File: src/design/rename_pkg.sv
// shared sizes, tag types and port structs for the rename stage, compiled ahead of all RTL
`default_nettype none

package rename_pkg;

	localparam int arf_size = 8; // architectural regs
	localparam int prf_size = 16; // physical regs

	typedef logic [$clog2(arf_size)-1:0] arch_idx_t; // 3 bit arch index
	typedef logic [$clog2(prf_size)-1:0] phys_tag_t; // 4 bit phys tag
	typedef phys_tag_t [arf_size-1:0] map_table_t; // one tag per arch reg
	typedef logic [prf_size-1:0] free_vec_t; // set bit = tag free

	typedef struct packed {
		logic valid; // instruction present
		arch_idx_t src_a; // first source
		arch_idx_t src_b; // second source
		logic dest_valid; // writes a register
		arch_idx_t dest; // destination
	} rename_req_t;

	typedef struct packed {
		logic valid; // result present
		phys_tag_t src_a_tag; // mapped first source
		phys_tag_t src_b_tag; // mapped second source
		logic dest_valid; // dest renamed
		phys_tag_t dest_tag; // fresh tag
		phys_tag_t old_tag; // displaced tag
	} rename_rsp_t;

	typedef struct packed {
		logic valid; // commit strobe
		arch_idx_t arch; // committed arch reg
		phys_tag_t tag; // its tag
	} commit_t;

	// reset contents of both map tables, arch reg i sits on phys tag i
	function automatic map_table_t identity_map();
		map_table_t m;
		for (int i = 0; i < arf_size; i++) begin
			m[i] = phys_tag_t'(i);
		end
		return m;
	endfunction

endpackage

`default_nettype wire

File: src/design/free_list.sv
// free physical tag bitmap feeding the rat, refilled on commit and rebuilt on mispredict
`timescale 1ns/1ps
`default_nettype none

module free_list (
	input wire clock,
	input wire reset,
	input wire alloc_take, // rat consumed alloc_tag
	output rename_pkg::phys_tag_t alloc_tag, // lowest free tag
	output logic alloc_empty, // nothing left to hand out
	input wire rename_pkg::commit_t release_info, // tag freed by commit
	input wire rename_pkg::map_table_t committed_map, // rrat contents
	input wire mispredict // rebuild request
);

	rename_pkg::free_vec_t free_vec; // current free bits
	rename_pkg::free_vec_t rebuild_vec; // complement of rrat tags
	rename_pkg::free_vec_t next_vec; // value for next edge

	////////////////////////////////////////
	// lowest-first pick
	////////////////////////////////////////

	always_comb begin
		alloc_tag = '0;
		for (int i = rename_pkg::prf_size - 1; i >= 0; i--) begin // walk down, lowest wins
			if (free_vec[i]) begin
				alloc_tag = rename_pkg::phys_tag_t'(i);
			end
		end
		alloc_empty = ~|free_vec; // no bit set
	end

	////////////////////////////////////////
	// next free vector
	////////////////////////////////////////

	// every tag the committed map does not name is free after a mispredict
	always_comb begin
		rebuild_vec = '1;
		for (int i = 0; i < rename_pkg::arf_size; i++) begin
			rebuild_vec[committed_map[i]] = 1'b0; // held by rrat
		end
	end

	always_comb begin
		next_vec = free_vec;
		if (mispredict) begin
			next_vec = rebuild_vec; // speculative allocations discarded
		end else begin
			if (alloc_take) begin
				next_vec[alloc_tag] = 1'b0; // handed to rat
			end
			if (release_info.valid) begin
				next_vec[release_info.tag] = 1'b1; // back from rrat
			end
		end
	end

	always_ff @(posedge clock) begin
		if (reset) begin
			free_vec <= {{(rename_pkg::prf_size - rename_pkg::arf_size){1'b1}},
				{rename_pkg::arf_size{1'b0}}}; // upper tags free, lower mapped
		end else begin
			free_vec <= next_vec;
		end
	end

endmodule

`default_nettype wire

File: src/design/rat.sv
// speculative register alias table, renames one instruction per cycle and stalls when tags run out
`timescale 1ns/1ps
`default_nettype none

module rat (
	input wire clock,
	input wire reset,
	input wire rename_pkg::rename_req_t req, // from decode
	input wire mispredict, // restore strobe
	input wire rename_pkg::map_table_t committed_map, // rrat copy
	input wire rename_pkg::phys_tag_t alloc_tag, // offered free tag
	input wire alloc_empty, // free list dry
	output logic alloc_take, // consume alloc_tag
	output logic rename_halt, // stall upstream
	output rename_pkg::rename_rsp_t rsp // registered result
);

	rename_pkg::map_table_t spec_map; // speculative mappings
	logic accept; // request taken this cycle

	////////////////////////////////////////
	// acceptance and halt
	////////////////////////////////////////

	always_comb begin
		rename_halt = req.valid & req.dest_valid & alloc_empty; // dest needs a tag, none left
		accept = req.valid & ~rename_halt & ~mispredict; // mispredict drops the request
		alloc_take = accept & req.dest_valid; // no dest, free list untouched
	end

	////////////////////////////////////////
	// map table and response
	////////////////////////////////////////

	always_ff @(posedge clock) begin
		if (reset) begin
			spec_map <= rename_pkg::identity_map(); // reg i on tag i
			rsp <= '0;
		end else if (mispredict) begin
			spec_map <= committed_map; // back to committed state
			rsp.valid <= 1'b0; // squashed
		end else begin
			rsp.valid <= accept;
			if (accept) begin
				// sources read the table ahead of this cycle's write
				rsp.src_a_tag <= spec_map[req.src_a];
				rsp.src_b_tag <= spec_map[req.src_b];
				rsp.dest_valid <= req.dest_valid;
				if (req.dest_valid) begin
					rsp.dest_tag <= alloc_tag; // fresh tag
					rsp.old_tag <= spec_map[req.dest]; // displaced mapping
				end else begin
					rsp.dest_tag <= '0;
					rsp.old_tag <= '0;
				end
			end
			if (alloc_take) begin
				spec_map[req.dest] <= alloc_tag; // remap dest
			end
		end
	end

endmodule

`default_nettype wire

File: src/design/rrat.sv
// retirement alias table, tracks committed mappings and hands displaced tags to the free list
`timescale 1ns/1ps
`default_nettype none

module rrat (
	input wire clock,
	input wire reset,
	input wire rename_pkg::commit_t commit, // in-order commit from rob
	output rename_pkg::map_table_t committed_map, // restore and rebuild source
	output rename_pkg::commit_t release_info // tag to free, same cycle
);

	rename_pkg::map_table_t commit_map; // committed mappings

	////////////////////////////////////////
	// displaced tag
	////////////////////////////////////////

	// old entry goes out combinationally so the free list sets it at the commit edge
	always_comb begin
		release_info.valid = commit.valid;
		release_info.arch = commit.arch;
		release_info.tag = commit_map[commit.arch]; // tag being overwritten
	end

	assign committed_map = commit_map; // straight view of the table

	////////////////////////////////////////
	// table update
	////////////////////////////////////////

	always_ff @(posedge clock) begin
		if (reset) begin
			commit_map <= rename_pkg::identity_map(); // same start as rat
		end else if (commit.valid) begin
			commit_map[commit.arch] <= commit.tag; // record new mapping
		end
	end

endmodule

`default_nettype wire

File: src/design/rename_stage.sv
// rename stage top, joins the rat, rrat and free list behind the request, commit and flush ports
`timescale 1ns/1ps
`default_nettype none

module rename_stage (
	input wire clock,
	input wire reset,
	input wire rename_pkg::rename_req_t req, // rename request
	input wire rename_pkg::commit_t commit, // from rob
	input wire mispredict, // branch flush
	output rename_pkg::rename_rsp_t rsp, // rename result
	output logic rename_halt // stall level
);

	logic alloc_take; // rat took a tag
	rename_pkg::phys_tag_t alloc_tag; // lowest free tag
	logic alloc_empty; // free list dry
	rename_pkg::map_table_t committed_map; // rrat contents
	rename_pkg::commit_t release_info; // freed tag on commit

	////////////////////////////////////////
	// speculative side
	////////////////////////////////////////

	rat u_rat (
		.clock(clock),
		.reset(reset),
		.req(req),
		.mispredict(mispredict),
		.committed_map(committed_map),
		.alloc_tag(alloc_tag),
		.alloc_empty(alloc_empty),
		.alloc_take(alloc_take),
		.rename_halt(rename_halt),
		.rsp(rsp)
	);

	free_list u_free_list (
		.clock(clock),
		.reset(reset),
		.alloc_take(alloc_take),
		.alloc_tag(alloc_tag),
		.alloc_empty(alloc_empty),
		.release_info(release_info),
		.committed_map(committed_map),
		.mispredict(mispredict)
	);

	////////////////////////////////////////
	// committed side
	////////////////////////////////////////

	rrat u_rrat (
		.clock(clock),
		.reset(reset),
		.commit(commit),
		.committed_map(committed_map),
		.release_info(release_info)
	);

endmodule

`default_nettype wire

File: config.mk
export PLATFORM = sky130hd
export DESIGN_NAME = rename_stage
export DESIGN_NICKNAME = d
export VERILOG_FILES = /design/src/design/rename_pkg.sv /design/src/design/free_list.sv /design/src/design/rat.sv /design/src/design/rrat.sv /design/src/design/rename_stage.sv
export SDC_FILE = /design/constraint.sdc
export NUM_CORES = 1
export LEC_CHECK = 0
export ABC_CLOCK_PERIOD_IN_PS = 5210
export BUFFER_PORTS_ARGS = -buffer_cell sky130_fd_sc_hd__buf_4
export CORE_MARGIN = 2
export CORE_UTILIZATION = 45
export CTS_CLUSTER_DIAMETER = 50
export DETAILED_ROUTE_END_ITERATION = 10
export GPL_ROUTABILITY_DRIVEN = 0
export MAX_ROUTING_LAYER = met4
export PLACE_DENSITY = 0.69
export SLEW_MARGIN = 0
export SYNTH_ARGS = -nofsm -noshare
export SYNTH_HDL_FRONTEND = slang
export SYNTH_HIERARCHICAL = 1
export SYNTH_SLANG_ARGS = --single-unit
File: constraint.sdc
create_clock -name clock -period 5.21 [get_ports clock]
set_input_delay 0.2605 -clock clock [delete_from_list [all_inputs] [get_ports clock]]
set_output_delay 0.2605 -clock clock [all_outputs]
set_load 0.03 [all_outputs]
==> qor.txt, run 1 <==
DIE
----------------------------------------------------------------------------------------
Row count .................................................................           45
Area of the core ..........................................................    15000 µm²
Count of pins on the block boundary .......................................           41
Chip Height ...............................................................       127 µm
Overall die width .........................................................       127 µm
Die Outline Area ..........................................................    16300 µm²
Initial cell density of the core ..........................................        0.457

DRT
----------------------------------------------------------------------------------------
DRC violations left .......................................................            0
Number of search-and-repair iterations in the first detailed-routing pass .            7
DRC violation total after the first TritonRoute iteration .................         1328
DR WL/cell ................................................................      22.3 µm
Detail Route Antenna Nets .................................................            0
Sum of routed wire length over all layers .................................     22700 µm
Count of vias placed by the detailed router ...............................         6993
Avg Vias per Cell .........................................................         6.84

YOSYS
----------------------------------------------------------------------------------------
Synthesized net count .....................................................          847
Mean cell area of the mapped netlist ......................................     8.32 µm²
Area of the mapped netlist ................................................     6860 µm²
Number of cells produced by synthesis .....................................          825
Yosys warning count .......................................................            6

TIMING
----------------------------------------------------------------------------------------
Clock skew after layout ...................................................    0.0112 ns
Measured slew at the worst slew-check pin .................................      1.03 ns
Maximum operating frequency ...............................................      375 MHz
Post-Route Setup TNS ......................................................         0 ns
Number of failing setup endpoints in the final timing report ..............            0
Time the final worst path needs with I/O delays and setup .................      2.67 ns
PnR worst setup slack .....................................................      2.54 ns
Worst slew margin relative to its limit ...................................        0.314
Slew Viols, Final .........................................................            0
Fraction of the cycle the final worst path needs ..........................        0.512
Final Hold Vio Count ......................................................            0
Setup repair after global routing missed its margin .......................        false

CELLS AND AREA
----------------------------------------------------------------------------------------
Fraction of final layout cells sized beyond drive strength 1 ..............        0.146
Diodes inserted ...........................................................            0
Layout area overhead ......................................................        7.86%
Most frequent standard cell in the layout excluding fill and tap cells ....      dfxtp_1
Commonest cells after routing, fill and taps aside ........................ dfxtp_1, nor2_1, nand2_1
Total number of nets in the final design ..................................          851
Final std cells w/o fill ..................................................         1022
Filler cell count in the final layout .....................................         1468

HOLD PATH
----------------------------------------------------------------------------------------
Worst Min Path Start ......................................................    commit[2]
Cell count of the worst hold path .........................................            2
Hold worst-path end ....................................................... u_rrat/committed_map[18]
Hold Path Class ...........................................................    in -> reg

SETUP PATH
----------------------------------------------------------------------------------------
End of the worst register-to-register path ................................ u_rat/rsp[11]
Most numerous cell on the critical path ...................................       nor2_1
Crit. End Element .........................................................         flop
Worst path required time ..................................................      5.50 ns
Worst flop-to-flop path startpoint ........................................ u_free_list/free_vec[7]
Crit Path Class ...........................................................   reg -> reg
Crit-path leading delay family ............................................ simple AND/OR/NAND/NOR gates
Register-to-Register Path Depth ...........................................            7
Buffers and inverters on the worst path ...................................            0
Endpoint arrival time on the critical path ................................      2.96 ns
Kind of start point of the critical path ..................................         flop
Cells traversed along the worst timing path ............................... nor4_1 -> nand2_1 -> nor2_1 -> a21bo_2 -> nor2_1 -> nor2_1 -> a32o_1
Flop-to-flop setup slack ..................................................      2.54 ns
Largest stage delay on the critical path ..................................      0.72 ns
Slowest cell on the critical path .........................................       nor2_1
Highest fanout seen on the critical path ..................................           12

CLOCK NETWORK
----------------------------------------------------------------------------------------
Root Buffer ...............................................................    clkbuf_16
TritonCTS clock tree ......................................................          yes
Total clock sinks .........................................................           98
Number of instances resized during post-cts repair ........................            0
Number of buffers inserted during clock tree synthesis ....................            9
Number of hold-repair buffers added at the cts stage ......................            0
Worst-case clock buffer depth .............................................            2
Clock slew seen by the registers of the worst setup and hold paths ........      0.07 ns
Skew-Pair Late Insertion Delay ............................................      0.36 ns
Total number of H-tree levels .............................................            3
Buffer count from post-CTS setup fixing ...................................            0

PLACEMENT
----------------------------------------------------------------------------------------
Worst setup slack before clock tree synthesis .............................      2.60 ns
Number of cells in the design after placement .............................         1006
Buffers on Ports ..........................................................           40
Half-perimeter wire length after detailed placement .......................     15600 µm

GRT
----------------------------------------------------------------------------------------
Number of global-route vias before repair .................................         6372
Global-route wire length before repair ....................................     35200 µm
Total gr overflow .........................................................            0
Number of antenna violations at the first check in global routing .........            0
Largest net degree at the start of global routing .........................           66
GRT Util Overall ..........................................................        0.282

POWER AND IR DROP
----------------------------------------------------------------------------------------
Power density of the placed cells .........................................   254 nW/µm²
Static leakage ............................................................      2.68 nW
Worst IR drop on VDD ......................................................     0.159 mV
Total power consumption of the routed design ..............................      1.88 mW

JOB
----------------------------------------------------------------------------------------
Number of maximum-capacitance constraint violations .......................            0

RUN STATUS
----------------------------------------------------------------------------------------
Outcome ................................................................... finished clean

==> state kept, by name (all words and copies together), names as in the netlist <==
register,count
u_rat/spec_map,32
u_rrat/committed_map,32
u_rat/rsp,18
u_free_list/free_vec,16
==> report_power, final <==
| group | internal [mW] | switching, mW | leakage (nW) | total, mW |
|---|---|---|---|---|
| sequential | 0.780 | 0.0525 | 0.801 | 0.832 |
| combinational | 0.129 | 0.229 | 1.74 | 0.357 |
| clock | 0.378 | 0.316 | 0.140 | 0.694 |
==> how the worst max path moves through the flow <==
stage / startpoint / to / cells past startpoint
after CTS: u_free_list/free_vec[0] / u_free_list/free_vec[11] / 9
after detailed placement: u_free_list/free_vec[0] / u_free_list/free_vec[11] / 9
after floorplan: u_free_list/free_vec[0] / u_free_list/free_vec[11] / 11
final: u_free_list/free_vec[7] / u_rat/rsp[11] / 7
after global placement: u_free_list/free_vec[0] / u_free_list/free_vec[11] / 9
after global routing: u_free_list/free_vec[7] / u_rat/rsp[11] / 7
==> layout make-up <==
class / count / area, µm² / share of cell area
tap: 188 / 235 / 0.0318
clock inverter: 6 / 71.3 / 0.00963
sequential: 98 / 1960 / 0.265
multi-input combinational: 644 / 4450 / 0.602
timing repair buffer: 43 / 323 / 0.0436
clock buffer: 10 / 229 / 0.0309
inverter: 33 / 129 / 0.0174
==> per-layer routing <==
| metal | vias up | global-route usage | wire (µm) |
|---|---|---|---|
| met5 | - | - | 0 |
| met4 | 0 | 0.116 | 905 |
| met3 | 94 | 0.0570 | 2220 |
| met2 | 453 | 0.419 | 9940 |
| met1 | 3317 | 0.375 | 9670 |
| li1 | 3129 | - | - |
==> stage by stage <==
step	instance area (µm²)	hold slack, ns	util
6_report	7400	0.155	0.492
3_3_place_gp	7100	0.444	0.472
2_1_floorplan	6860	0.355	-
3_5_place_dp	7100	0.447	0.472
5_1_grt	7400	0.167	0.492
4_1_cts	7400	0.150	0.492
(Power assumes the default switching activity.)
==> run 2: changes to the inputs <==
ABC_AREA = 1   (was unset)
ABC_CLOCK_PERIOD_IN_PS = 2520   (was 5210)
clock period = 2.52 ns   (was 5.21 ns; I/O delays follow)
==> run 2 against run 1 <==
Largest cell class unchanged. Area after synthesis up 2.5%. Register-to-register slack worse by 2.1 ns. Utilization up 1.3 points. Clock skew down 0.0034 ns. Routed wire length up 0.47%. Global-route usage up 0.33 points. Count of clock-buffer cells in the layout up 1. Cell count up 42%. Total power up 110%. First-iteration DRC count down 11%. Highest routed layer unchanged. Via count up 14%.
==> qor.txt, run 2 <==
SETUP PATH
----------------------------------------------------------------------------------------
Highest fanout seen on the critical path ..................................            9   was 12
Kind of start point of the critical path ..................................         flop   unchanged
Total number of cells along the worst setup path ..........................            8   was 7
Flop-to-flop setup slack ..................................................      0.43 ns   was 2.54 ns
Register-to-Register Path Depth ...........................................            8   was 7
Crit-path leading delay family ............................................ compound AO/OA/AOI/OAI gates   was simple AND/OR/NAND/NOR gates
Worst flop-to-flop path startpoint ........................................ u_rrat/committed_map[1]   was u_free_list/free_vec[7]
Crit Path Class ...........................................................   reg -> reg   unchanged
Crit. End Element .........................................................         flop   unchanged
Slowest cell on the critical path .........................................      dfxtp_1   was nor2_1
Largest stage delay on the critical path ..................................      0.63 ns   was 0.72 ns
Worst path required time ..................................................      2.81 ns   was 5.50 ns
Buffers and inverters on the worst path ...................................            0   unchanged
End of the worst register-to-register path ................................ u_free_list/free_vec[13]   was u_rat/rsp[11]
Cells traversed along the worst timing path ............................... nor2_1 -> nand2_1 -> o21ai_0 -> a221oi_1 -> o211ai_1 -> a221oi_1 -> a21oi_1 -> nand2_1   was nor4_1 -> nand2_1 -> nor2_1 -> a21bo_2 -> nor2_1 -> nor2_1 -> a32o_1
Endpoint arrival time on the critical path ................................      2.38 ns   was 2.96 ns

CELLS AND AREA
----------------------------------------------------------------------------------------
Total number of nets in the final design ..................................         1261   was 851
Register cell area after layout ...........................................     1960 µm²   unchanged
Commonest cells after routing, fill and taps aside ........................ nand2_1, inv_1, nor2_1, dfxtp_1, nand3_1   was dfxtp_1, nor2_1, nand2_1
Diodes inserted ...........................................................            0   unchanged
Area of combinational cells with multiple inputs ..........................     4190 µm²   was 4450 µm²
Most frequent standard cell in the layout excluding fill and tap cells ....      nand2_1   was dfxtp_1
Filler cell count in the final layout .....................................         1632   was 1468
Layout area overhead ......................................................        9.68%   was 7.86%
Fraction of final layout cells sized beyond drive strength 1 ..............       0.0853   was 0.146
Area of all placed cells without fillers ..................................     7710 µm²   was 7400 µm²

GRT
----------------------------------------------------------------------------------------
Number of global-route vias before repair .................................         7299   was 6372
Total gr overflow .........................................................            0   unchanged
GRT Util Overall ..........................................................        0.285   was 0.282
Global-route wire length before repair ....................................     36400 µm   was 35200 µm
Number of antenna violations at the first check in global routing .........            0   unchanged
Largest net degree at the start of global routing .........................           69   was 66

DRT
----------------------------------------------------------------------------------------
Avg Vias per Cell .........................................................         5.50   was 6.84
Detail Route Antenna Nets .................................................            0   unchanged
DR WL/cell ................................................................      15.7 µm   was 22.3 µm
DRC violation total after the first TritonRoute iteration .................         1178   was 1328
Sum of routed wire length over all layers .................................     22800 µm   was 22700 µm
DRC violations left .......................................................            0   unchanged
Count of vias placed by the detailed router ...............................         8000   was 6993
Number of search-and-repair iterations in the first detailed-routing pass .            8   was 7

POWER AND IR DROP
----------------------------------------------------------------------------------------
Total power consumption of the routed design ..............................      3.92 mW   was 1.88 mW
Int Power .................................................................      2.66 mW   was 1.29 mW
Static leakage ............................................................      3.76 nW   was 2.68 nW
Fraction of power consumed by combinational cells .........................        0.213   was 0.190
Worst IR drop on VDD ......................................................     0.325 mV   was 0.159 mV
Clk network pwr share .....................................................        0.356   was 0.368
Power density of the placed cells .........................................   509 nW/µm²   was 254 nW/µm²
Share of total power consumed by net switching ............................        0.323   was 0.317
Power spent charging and discharging nets .................................      1.27 mW   was 597 µW
Sequential fraction of design power .......................................        0.431   was 0.442

CLOCK NETWORK
----------------------------------------------------------------------------------------
TritonCTS clock tree ......................................................          yes   unchanged
Number of hold-repair buffers added at the cts stage ......................            0   unchanged
Root Buffer ...............................................................    clkbuf_16   unchanged
Number of buffers inserted during clock tree synthesis ....................            9   unchanged
Skew-Pair Late Insertion Delay ............................................      0.35 ns   was 0.36 ns
Buffer count from post-CTS setup fixing ...................................            0   unchanged
Number of instances resized during post-cts repair ........................            0   unchanged
Worst-case clock buffer depth .............................................            2   unchanged
Clock slew seen by the registers of the worst setup and hold paths ........      0.07 ns   about the same
Total number of H-tree levels .............................................            3   unchanged
Total clock sinks .........................................................           98   unchanged

TIMING
----------------------------------------------------------------------------------------
Clock skew after layout ...................................................   0.00780 ns   was 0.0112 ns
Time the final worst path needs with I/O delays and setup .................      2.09 ns   was 2.67 ns
Final Hold Vio Count ......................................................            0   unchanged
Slew Viols, Final .........................................................            0   unchanged
Post-Route Setup TNS ......................................................         0 ns   unchanged
Measured slew at the worst slew-check pin .................................     0.786 ns   was 1.03 ns
Setup repair after global routing missed its margin .......................        false   unchanged
Fraction of the cycle the final worst path needs ..........................        0.828   was 0.512
Number of failing setup endpoints in the final timing report ..............            0   unchanged
Worst slew margin relative to its limit ...................................        0.476   was 0.314
Maximum operating frequency ...............................................      479 MHz   was 375 MHz

RUN STATUS
----------------------------------------------------------------------------------------
Outcome ................................................................... finished clean   unchanged

YOSYS
----------------------------------------------------------------------------------------
Mean cell area of the mapped netlist ......................................     5.76 µm²   was 8.32 µm²
Number of cells produced by synthesis .....................................         1221   was 825
Yosys warning count .......................................................            6   unchanged
Area of the mapped netlist ................................................     7030 µm²   was 6860 µm²
Synthesized net count .....................................................         1243   was 847

DIE
----------------------------------------------------------------------------------------
Area of the core ..........................................................    15300 µm²   was 15000 µm²
Initial cell density of the core ..........................................        0.461   was 0.457
Count of pins on the block boundary .......................................           41   unchanged
Chip Height ...............................................................       129 µm   was 127 µm
Overall die width .........................................................       129 µm   was 127 µm
Row count .................................................................           45   unchanged
Die Outline Area ..........................................................    16600 µm²   was 16300 µm²

PLACEMENT
----------------------------------------------------------------------------------------
Buffers on Ports ..........................................................           40   unchanged
Placement-stage cell area .................................................     7420 µm²   was 7100 µm²
Half-perimeter wire length after detailed placement .......................     16900 µm   was 15600 µm

JOB
----------------------------------------------------------------------------------------
Number of maximum-capacitance constraint violations .......................            0   unchanged

HOLD PATH
----------------------------------------------------------------------------------------
Hold worst-path end ....................................................... u_rrat/committed_map[18]   unchanged
Cell count of the worst hold path .........................................            3   was 2
Hold Path Class ...........................................................    in -> reg   unchanged
Worst Min Path Start ......................................................    commit[2]   unchanged

-- run 2: worst max path at each step --
stage | from | slack, ns | to
5_1_grt | u_free_list/free_vec[14] | 0.1 | u_rat/spec_map[8]
2_1_floorplan | u_free_list/free_vec[3] | 0.61 | u_free_list/free_vec[5]
6_report | u_rrat/committed_map[1] | 0.43 | u_free_list/free_vec[13]
3_5_place_dp | u_free_list/free_vec[14] | 0.49 | u_rat/spec_map[8]
4_1_cts | u_free_list/free_vec[3] | 0.47 | u_rat/spec_map[11]
3_3_place_gp | u_free_list/free_vec[2] | 0.51 | u_rat/spec_map[10]
-- run 2: cell type report --
cell class | count | share of cell area
inverters | 168 | 0.0821
repair buffers | 50 | 0.0487
multi-input cells | 912 | 0.543
flip-flops and latches | 98 | 0.254
clock inverters | 4 | 0.00665
clock buffers | 11 | 0.0315
well taps | 211 | 0.0342
-- run 2: routing by layer --
metal,part of all wire,track usage,wire [µm]
met3,0.085,0.0429,1940
met2,0.43,0.429,9780
met4,0.034,0.113,773
met5,0,-,0
met1,0.45,0.387,10400
-- run 2: through the flow --
stage | hold WS, ns | utilization | worst slack [ns] | std cells
after floorplan | 0.226 | - | 0.609 | 1221
after CTS | 0.0618 | 0.506 | 0.474 | 1454
after detailed placement | 0.428 | 0.486 | 0.485 | 1439
final | 0.0630 | 0.506 | 0.433 | 1454
after global routing | 0.0699 | 0.506 | 0.0956 | 1454
after global placement | 0.424 | 0.486 | 0.510 | 1439
-- run 2: worst min-delay path: stages --
cell	delay [ns]
buf_4	0.14
nand2_1	0.06
nand3_1	0.06
-- run 2: power by group through the flow --
stage          logic (mW)  registers [mW]  clock network, mW
2_1_floorplan       0.586            1.72                  0
3_3_place_gp        0.813            1.72                  0
3_5_place_dp        0.814            1.72                  0
4_1_cts             0.818            1.69               1.42
5_1_grt             0.926            1.70               1.48
6_report            0.835            1.69               1.40
